## config.mk

```make
export PLATFORM = sky130hd
export DESIGN_NAME = policer_top
export DESIGN_NICKNAME = d
export VERILOG_FILES = /design/src/hw/policer_pkg.sv /design/src/hw/policer_bucket_if.sv /design/src/hw/policer_config_regs.sv /design/src/hw/policer_bucket_bank.sv /design/src/hw/policer_marker.sv /design/src/hw/policer_top.sv
export SDC_FILE = /design/constraint.sdc
export NUM_CORES = 2
export LEC_CHECK = 0
export ABC_AREA = 0
export ABC_CLOCK_PERIOD_IN_PS = 8300
export BUFFER_PORTS_ARGS = -buffer_cell sky130_fd_sc_hd__buf_2
export CORE_ASPECT_RATIO = 0.8
export CORE_MARGIN = 2
export CORE_UTILIZATION = 25
export DETAILED_ROUTE_END_ITERATION = 8
export RECOVER_POWER = 25
export SLEW_MARGIN = 10
export SYNTH_ARGS = -nofsm -noshare
export SYNTH_HDL_FRONTEND = slang
export SYNTH_SLANG_ARGS = --single-unit
```

## constraint.sdc

```tcl
create_clock -name core_clk_ifc -period 8.3 [get_ports core_clk_ifc]
set_clock_uncertainty 0.2 [all_clocks]
set_input_delay 1.245 -clock core_clk_ifc [delete_from_list [all_inputs] [get_ports core_clk_ifc]]
set_output_delay 1.245 -clock core_clk_ifc [all_outputs]
set_load 0.01 [all_outputs]
```

## src/hw/policer_pkg.sv

```systemverilog
/* Widths, descriptor field types and constants shared by the policer RTL and its testbench.
   Referenced by scoped name; nothing here is imported. */
`default_nettype none

package policer_pkg;

    //////////////////////////////
    // Descriptor fields
    //////////////////////////////

    // Up to 16 ingress or egress ports
    localparam int PORT_W = 4;

    typedef logic [PORT_W-1:0] port_t;

    // Scheduler priority, carried through untouched
    typedef logic [2:0] prio_t;

    // Packet length in bytes, wide enough for the MTU
    typedef logic [10:0] byte_len_t;

    localparam int MTU_BYTES     = 1500;
    localparam int MIN_PKT_BYTES = 64;

    //////////////////////////////
    // Rate and bucket
    //////////////////////////////

    // Fraction bits shared by the CIR and the bucket fill
    localparam int RATE_FRAC_W = 8;

    // CIR leak per clock, 8 whole bits then 8 fraction bits
    typedef logic [15:0] rate_t;

    // CBS threshold, also the whole-byte part of a bucket
    typedef logic [19:0] depth_t;

    // Bucket content: whole bytes on top, fraction below
    typedef logic [$bits(depth_t)+RATE_FRAC_W-1:0] fill_t;

    //////////////////////////////
    // Configuration strobe
    //////////////////////////////

    typedef logic cfg_sel_t;

    localparam cfg_sel_t CFG_SEL_CIR = 1'b0;
    localparam cfg_sel_t CFG_SEL_CBS = 1'b1;

endpackage

`default_nettype wire

```

## src/hw/policer_bucket_if.sv

```systemverilog
/* Read and accept-update path between the marking pipeline and the bucket bank.
   No clock inside; the update lands on the bank's next edge. */
`default_nettype none

interface policer_bucket_if ();

    // Read side, fill is combinational after this cycle's leak
    policer_pkg::port_t     rd_port;
    policer_pkg::depth_t    rd_fill;

    // One-cycle accept strobe, no handshake
    logic                   upd_valid;
    policer_pkg::port_t     upd_port;
    policer_pkg::byte_len_t upd_bytes;

    modport bucket (
        input  rd_port,
        input  upd_valid,
        input  upd_port,
        input  upd_bytes,
        output rd_fill
    );

    modport marker (
        output rd_port,
        output upd_valid,
        output upd_port,
        output upd_bytes,
        input  rd_fill
    );

endinterface

`default_nettype wire

```

## src/hw/policer_config_regs.sv

```systemverilog
/* Per-port CIR and CBS tables, loaded one entry at a time by the cfg_write strobe.
   Both tables are presented in full to the bucket bank and the marker. */
`default_nettype none

module policer_config_regs #(
    parameter int NUM_PORTS = 11
) (
    input  logic                  core_clk_ifc,
    input  logic                  timer_reset,

    input  logic                  cfg_write,
    input  policer_pkg::cfg_sel_t cfg_sel,
    input  policer_pkg::port_t    cfg_port,
    input  logic [31:0]           cfg_data,

    output policer_pkg::rate_t    cir_table [NUM_PORTS],
    output policer_pkg::depth_t   cbs_table [NUM_PORTS]
);

    logic                port_in_range;
    logic                cir_wr;
    logic                cbs_wr;
    policer_pkg::rate_t  cir_wdata;
    policer_pkg::depth_t cbs_wdata;

    // Ports past the last physical port are silently dropped
    assign port_in_range = int'(cfg_port) < NUM_PORTS;

    assign cir_wr = cfg_write && port_in_range && (cfg_sel == policer_pkg::CFG_SEL_CIR);
    assign cbs_wr = cfg_write && port_in_range && (cfg_sel == policer_pkg::CFG_SEL_CBS);

    // Low bits of the data word only
    assign cir_wdata = cfg_data[$bits(policer_pkg::rate_t)-1:0];
    assign cbs_wdata = cfg_data[$bits(policer_pkg::depth_t)-1:0];

    //////////////////////////////
    // Table registers
    //////////////////////////////

    always_ff @(posedge core_clk_ifc) begin
        if (timer_reset) begin
            for (int i = 0; i < NUM_PORTS; i++) begin
                cir_table[i] <= '0;
                cbs_table[i] <= '0;
            end
        end else begin
            for (int i = 0; i < NUM_PORTS; i++) begin
                // Per-entry decode of the written port
                if (cir_wr && (cfg_port == policer_pkg::port_t'(i))) begin
                    cir_table[i] <= cir_wdata;
                end
                if (cbs_wr && (cfg_port == policer_pkg::port_t'(i))) begin
                    cbs_table[i] <= cbs_wdata;
                end
            end
        end
    end

endmodule

`default_nettype wire

```

## src/hw/policer_bucket_bank.sv

```systemverilog
/* One token bucket per ingress port, leaking by its CIR every clock and filled by accepts.
   Serves the marker a combinational whole-byte read of the leaked fill. */
`default_nettype none

module policer_bucket_bank #(
    parameter int NUM_PORTS = 11
) (
    input  logic                    core_clk_ifc,
    input  logic                    timer_reset,

    input  policer_pkg::rate_t      cir_table [NUM_PORTS],

    policer_bucket_if.bucket        bkt
);

    localparam int FILL_W = $bits(policer_pkg::fill_t);

    policer_pkg::fill_t fill   [NUM_PORTS];
    policer_pkg::fill_t leaked [NUM_PORTS];
    policer_pkg::fill_t gain;

    //////////////////////////////
    // Per-cycle leak
    //////////////////////////////

    // Subtract the CIR, floor at zero
    always_comb begin
        for (int i = 0; i < NUM_PORTS; i++) begin
            if (fill[i] > policer_pkg::fill_t'(cir_table[i])) begin
                leaked[i] = fill[i] - policer_pkg::fill_t'(cir_table[i]);
            end else begin
                leaked[i] = '0;
            end
        end
    end

    // Accepted length lands in the whole-byte part
    assign gain = policer_pkg::fill_t'(bkt.upd_bytes) << policer_pkg::RATE_FRAC_W;

    //////////////////////////////
    // Bucket registers
    //////////////////////////////

    // Marker only accepts when fill + length <= CBS, so the add
    // cannot carry out of the fill width
    always_ff @(posedge core_clk_ifc) begin
        if (timer_reset) begin
            for (int i = 0; i < NUM_PORTS; i++) begin
                fill[i] <= '0;
            end
        end else begin
            for (int i = 0; i < NUM_PORTS; i++) begin
                if (bkt.upd_valid && (bkt.upd_port == policer_pkg::port_t'(i))) begin
                    fill[i] <= leaked[i] + gain;
                end else begin
                    fill[i] <= leaked[i];
                end
            end
        end
    end

    //////////////////////////////
    // Read port
    //////////////////////////////

    // Out-of-range ports read as empty
    always_comb begin
        bkt.rd_fill = '0;
        for (int i = 0; i < NUM_PORTS; i++) begin
            if (bkt.rd_port == policer_pkg::port_t'(i)) begin
                bkt.rd_fill = leaked[i][FILL_W-1:policer_pkg::RATE_FRAC_W];
            end
        end
    end

endmodule

`default_nettype wire

```

## src/hw/policer_marker.sv

```systemverilog
/* Two-stage descriptor pipeline: stage 1 looks up enable and CBS, stage 2 reads the bucket,
   sets the drop mark and sends the accept update. */
`default_nettype none

module policer_marker #(
    parameter int NUM_PORTS = 11
) (
    input  logic                   core_clk_ifc,
    input  logic                   timer_reset,

    input  logic                   pkt_valid,
    input  policer_pkg::port_t     pkt_ingress_port,
    input  policer_pkg::port_t     pkt_egress_port,
    input  policer_pkg::prio_t     pkt_prio,
    input  policer_pkg::byte_len_t pkt_byte_length,

    input  logic [NUM_PORTS-1:0]   port_enable,
    input  policer_pkg::depth_t    cbs_table [NUM_PORTS],

    policer_bucket_if.marker       bkt,

    output logic                   out_valid,
    output policer_pkg::port_t     out_ingress_port,
    output policer_pkg::port_t     out_egress_port,
    output policer_pkg::prio_t     out_prio,
    output policer_pkg::byte_len_t out_byte_length,
    output logic                   out_drop_mark
);

    // One spare bit so fill + length cannot wrap
    localparam int TOTAL_W = $bits(policer_pkg::depth_t) + 1;

    // Length field must hold a full MTU
    if (policer_pkg::MTU_BYTES >= 2 ** $bits(policer_pkg::byte_len_t)) begin : g_len_check
        $error("byte_len_t is too narrow for MTU_BYTES");
    end

    logic                   lkp_enable;
    policer_pkg::depth_t    lkp_cbs;

    logic                   s1_valid;
    policer_pkg::port_t     s1_ingress;
    policer_pkg::port_t     s1_egress;
    policer_pkg::prio_t     s1_prio;
    policer_pkg::byte_len_t s1_len;
    logic                   s1_enable;
    policer_pkg::depth_t    s1_cbs;

    logic [TOTAL_W-1:0]     s2_total;
    logic                   s2_mark;

    //////////////////////////////
    // Stage 1
    //////////////////////////////

    // Unknown ports look disabled
    always_comb begin
        lkp_enable = 1'b0;
        lkp_cbs    = '0;
        for (int i = 0; i < NUM_PORTS; i++) begin
            if (pkt_ingress_port == policer_pkg::port_t'(i)) begin
                lkp_enable = port_enable[i];
                lkp_cbs    = cbs_table[i];
            end
        end
    end

    always_ff @(posedge core_clk_ifc) begin
        if (timer_reset) begin
            s1_valid <= 1'b0;
        end else begin
            s1_valid <= pkt_valid;
        end
        s1_ingress <= pkt_ingress_port;
        s1_egress  <= pkt_egress_port;
        s1_prio    <= pkt_prio;
        s1_len     <= pkt_byte_length;
        s1_enable  <= lkp_enable;
        s1_cbs     <= lkp_cbs;
    end

    //////////////////////////////
    // Stage 2
    //////////////////////////////

    // Bucket already reflects an accept from the previous cycle
    assign bkt.rd_port = s1_ingress;
    assign s2_total    = TOTAL_W'(bkt.rd_fill) + TOTAL_W'(s1_len);
    assign s2_mark     = s1_enable && (s2_total > TOTAL_W'(s1_cbs));

    // Disabled ports never fill their bucket
    assign bkt.upd_valid = s1_valid && s1_enable && !s2_mark;
    assign bkt.upd_port  = s1_ingress;
    assign bkt.upd_bytes = s1_len;

    always_ff @(posedge core_clk_ifc) begin
        if (timer_reset) begin
            out_valid     <= 1'b0;
            out_drop_mark <= 1'b0;
        end else begin
            out_valid     <= s1_valid;
            out_drop_mark <= s1_valid && s2_mark;
        end
        out_ingress_port <= s1_ingress;
        out_egress_port  <= s1_egress;
        out_prio         <= s1_prio;
        out_byte_length  <= s1_len;
    end

endmodule

`default_nettype wire

```

## src/hw/policer_top.sv

```systemverilog
/* Ingress token-bucket policer: descriptor in, same descriptor plus drop mark out two
   cycles later. Config tables are loaded through a one-cycle write strobe. */
`default_nettype none

module policer_top #(
    parameter int NUM_PORTS = 11
) (
    input  logic                   core_clk_ifc,
    input  logic                   timer_reset,

    // Descriptor in
    input  logic                   pkt_valid,
    input  policer_pkg::port_t     pkt_ingress_port,
    input  policer_pkg::port_t     pkt_egress_port,
    input  policer_pkg::prio_t     pkt_prio,
    input  policer_pkg::byte_len_t pkt_byte_length,

    // Config write strobe
    input  logic                   cfg_write,
    input  policer_pkg::cfg_sel_t  cfg_sel,
    input  policer_pkg::port_t     cfg_port,
    input  logic [31:0]            cfg_data,

    input  logic [NUM_PORTS-1:0]   port_enable,

    // Descriptor out
    output logic                   out_valid,
    output policer_pkg::port_t     out_ingress_port,
    output policer_pkg::port_t     out_egress_port,
    output policer_pkg::prio_t     out_prio,
    output policer_pkg::byte_len_t out_byte_length,
    output logic                   out_drop_mark
);

    // Port numbers are 4 bits wide
    if (NUM_PORTS < 2 || NUM_PORTS > 2 ** policer_pkg::PORT_W) begin : g_ports_check
        $error("NUM_PORTS must be 2 to 16");
    end

    policer_pkg::rate_t  cir_table [NUM_PORTS];
    policer_pkg::depth_t cbs_table [NUM_PORTS];

    policer_bucket_if bkt ();

    //////////////////////////////
    // Blocks
    //////////////////////////////

    policer_config_regs #(
        .NUM_PORTS (NUM_PORTS)
    ) i_config_regs (
        .core_clk_ifc (core_clk_ifc),
        .timer_reset  (timer_reset),
        .cfg_write    (cfg_write),
        .cfg_sel      (cfg_sel),
        .cfg_port     (cfg_port),
        .cfg_data     (cfg_data),
        .cir_table    (cir_table),
        .cbs_table    (cbs_table)
    );

    policer_bucket_bank #(
        .NUM_PORTS (NUM_PORTS)
    ) i_bucket_bank (
        .core_clk_ifc (core_clk_ifc),
        .timer_reset  (timer_reset),
        .cir_table    (cir_table),
        .bkt          (bkt.bucket)
    );

    policer_marker #(
        .NUM_PORTS (NUM_PORTS)
    ) i_marker (
        .core_clk_ifc     (core_clk_ifc),
        .timer_reset      (timer_reset),
        .pkt_valid        (pkt_valid),
        .pkt_ingress_port (pkt_ingress_port),
        .pkt_egress_port  (pkt_egress_port),
        .pkt_prio         (pkt_prio),
        .pkt_byte_length  (pkt_byte_length),
        .port_enable      (port_enable),
        .cbs_table        (cbs_table),
        .bkt              (bkt.marker),
        .out_valid        (out_valid),
        .out_ingress_port (out_ingress_port),
        .out_egress_port  (out_egress_port),
        .out_prio         (out_prio),
        .out_byte_length  (out_byte_length),
        .out_drop_mark    (out_drop_mark)
    );

endmodule

`default_nettype wire

```

==> results.yml <==
global_route:
  grt_pass1_wl_um: 318000
  grt_util_all_layers_pct: 19.2
  grt_pass1_vias: 51300
  antenna_found_initial: 15
  gr-total-overflow: 0
  grt_max_degree: 173
drt:
  viasPerCell: 5.18
  ant_nets: 0
  drtIter0Drc: 6037
  drc_errors: 0
  firstDrtPassIters: 7
  vias: 54900
  wire_per_inst_um: 20.8
  drt-total-wl_um: 221000
die:
  start_util_pct: 25.2
  core_mm2: 0.209
  die_y_um: 415
  rows: 150
  die_area_mm2: 0.215
  ios: 98
  die_w_um: 518
logic_synthesis:
  ys_ff_latch: 772
  synthArstFlopShare_pct: 0
  yosysTopAreaCellShare_pct: 17.6
  netlist-cell-type-count: 99
  synth_cells: 6658
  synth-edff-count: 308
  synth_top_area_cell: "dfxtp_1"
  syn_area_mm2: 0.0528
  synth-seq-area-share_pct: 35.1
  synth_ff_type: "dfxtp_1"
  synthTopCellsByArea: "dfxtp_1 18%, edfxtp_1 18%, nand2_1 8.1%"
  syn_avg_cell_area_um2: 7.92
  ys.warnings.count: 0
timing:
  rsz0062_at_grt: "yes"
  worst_pin_slew_ns: 1.31
  drv_slew: 0
  period_share_pct: 103
  worst_slack_ns: -0.235
  relSlewSlack_pct: 11.4
  post-route-min-period_ns: 8.54
  clock.fmax_ghz: 0.117
  finalHoldViolCount: 0
  finalSetupViolCount: 184
status:
  outcome: "finished, violations left"
  violations: "setup timing"
worst_setup_path:
  cp.arrival_ns: 8.92
  path_buf_inv: 8
  critPathCaptureType: "flip-flop"
  critical_path_class: "flip-flop to flip-flop"
  critPathLaunchType: "flip-flop"
  cp_common_cell: "buf_4"
  crit_fanout: 5
  cpPeakStageDelay_ns: 0.47
  crit_required_ns: 8.68
  critPathSlowestCell: "or4_1"
  crit_family: "compound AO/OA/AOI/OAI gates"
cells_and_area:
  nNetsFinal: 8145
  layout_commonest_cell: "nand2_1"
  syn_to_final_growth_pct: 32.4
  design_area_mm2: 0.0698
  fillers: 21700
  instances_no_fill: 10600
  multi_input_area_mm2: 0.0348
  area.sequential_mm2: 0.0185
  drive_gt1_share_pct: 20.6
  final_cell_mix: "1130 x nand2_1, 820 x buf_4, 744 x a21oi_1"
clocking:
  cts-root-buf: "clkbuf_16"
  clk_pin_slew_ns: 0.06
  cts.sinks: 772
  cts_buffers: 94
  holdBufCountCts: 0
  clock_latency_ns: 0.76
  cts_tree: "done"
  clock_path_buffers: 3
  htree_num_levels: 3
power:
  ir_drop_mv: 0.182
  power.leakage_nw: 26.8
  powerDensity_mw_per_mm2: 204
placement:
  place_ws_ns: -0.678
  placed_area_mm2: 0.0629
  gp_congestion: 1.09
  io_buffers: 85
  dpl.cell_count: 10300
  dp_hpwl_um: 155000
hold_path:
  hold_class: "flip-flop to flip-flop"
flow_run:
  cap_violations: 0
-- layout make-up --
cell class / count / share of cell area (%)
Antenna cell: 5 / 0.0179
Clock buffer: 129 / 3.82
Clock inverter: 46 / 0.762
Inverter: 412 / 2.21
Multi-Input combinational cell: 5437 / 49.9
Sequential cell: 772 / 26.6
Tap cell: 2812 / 5.04
Timing Repair Buffer: 1001 / 11.7
-- metrics by stage --
stage	TNS, ns	power [mW]	util (%)	hold WS (ns)
detailed placement	-99.33	9.34	30.1	0.114
global route	-61.31	14.9	33.4	0.135
global placement	-94.70	9.25	30.1	0.110
floorplan	-0.0286	7.34	-	0.110
CTS	-0.0199	13.8	32.0	0.126
finish	-21.37	14.3	33.4	0.124
-- repair_timing --
| action | 4_1_cts | 5_1_grt |
|---|---|---|
| gates resized for setup | 101 | 442 |
| pin swaps | 52 | 166 |
| gates cloned | 5 | 17 |
| buffers inserted | 24 | 51 |
| setup endpoints to repair | 221 | 221 |
| hold endpoints to repair | 0 | 0 |
-- state kept, by name, indices dropped and copies added, names as in the netlist, 4 cells and up --
| name | count |
|---|---|
| i_marker.bkt.rd_port | 4 |
| i_marker.s1_cbs | 20 |
| i_marker.bkt.upd_bytes | 11 |
| i_config_regs.cir_table | 176 |
| i_marker.s1_egress | 4 |
| i_bucket_bank.fill | 308 |
| i_marker.out_egress_port | 4 |
| i_config_regs.cbs_table | 220 |
| i_marker.out_byte_length | 11 |
| i_marker.out_ingress_port | 4 |
-- worst paths after layout --
kind	start	cells past startpoint	to	slack, ns
setup / recovery	i_bucket_bank.fill[0][28]	42	i_bucket_bank.fill[0][304]	-0.24
hold / removal	i_marker.s1_prio[1]	0	i_marker.out_prio[1]	0.12
setup reg to reg	i_bucket_bank.fill[0][28]	42	i_bucket_bank.fill[0][304]	-0.24
hold reg to reg	i_marker.s1_prio[1]	0	i_marker.out_prio[1]	0.12
-- worst reg2reg max path: cells and delay by family, from the launching register on --
| family | cells | cell delay [ns] |
|---|---|---|
| AOI/OAI and AO/OA | 23 | 4.36 |
| adders and majority gates | 4 | 0.99 |
| DFF | 1 | 0.37 |
| and+or+nand+nor | 6 | 1.11 |
| buffers and inverters | 8 | 1.23 |
| xor gates and xnor gates | 1 | 0.14 |
-- Yosys cell counts, types with 108 or more instances --
cell	number
inv_1	409
nor3_1	163
dfxtp_1	464
xor2_1	108
xnor2_1	203
nand3_1	183
o21ai_0	249
nand2_1	1136
nor2_1	480
a21oi_1	812
ha_1	330
edfxtp_1	308
clkbuf_1	298
-- power by group --
part | internal (mW) | leakage, nW | switching (mW)
clock | 2.47 | 1.58 | 1.87
combinational | 2.35 | 18.3 | 3.26
sequential | 4.19 | 6.91 | 0.119
-- logic make-up after synthesis --
| group | after synthesis | share of synthesized area [%] |
|---|---|---|
| and+or+nand+nor | 2525 | 22.0 |
| AOI/OAI and AO/OA | 1870 | 21.8 |
| DFF | 772 | 35.1 |
| buffers and inverters | 756 | 5.46 |
| adders and majority gates | 353 | 8.70 |
| xor gates and xnor gates | 311 | 5.16 |
| muxes | 70 | 1.76 |
| other | 1 | 0.00711 |
-- per-layer routing --
layer  global-route usage (%)  up-vias  part of all wire [%]
li1                         -    25600                     -
met1                     26.2    26400                    43
met2                     27.8     2512                    41
met3                     5.77      453                    12
met4                     7.77       14                   4.5
met5                        0        -                 0.052
Note: power is estimated with default switching activity, not from simulation.
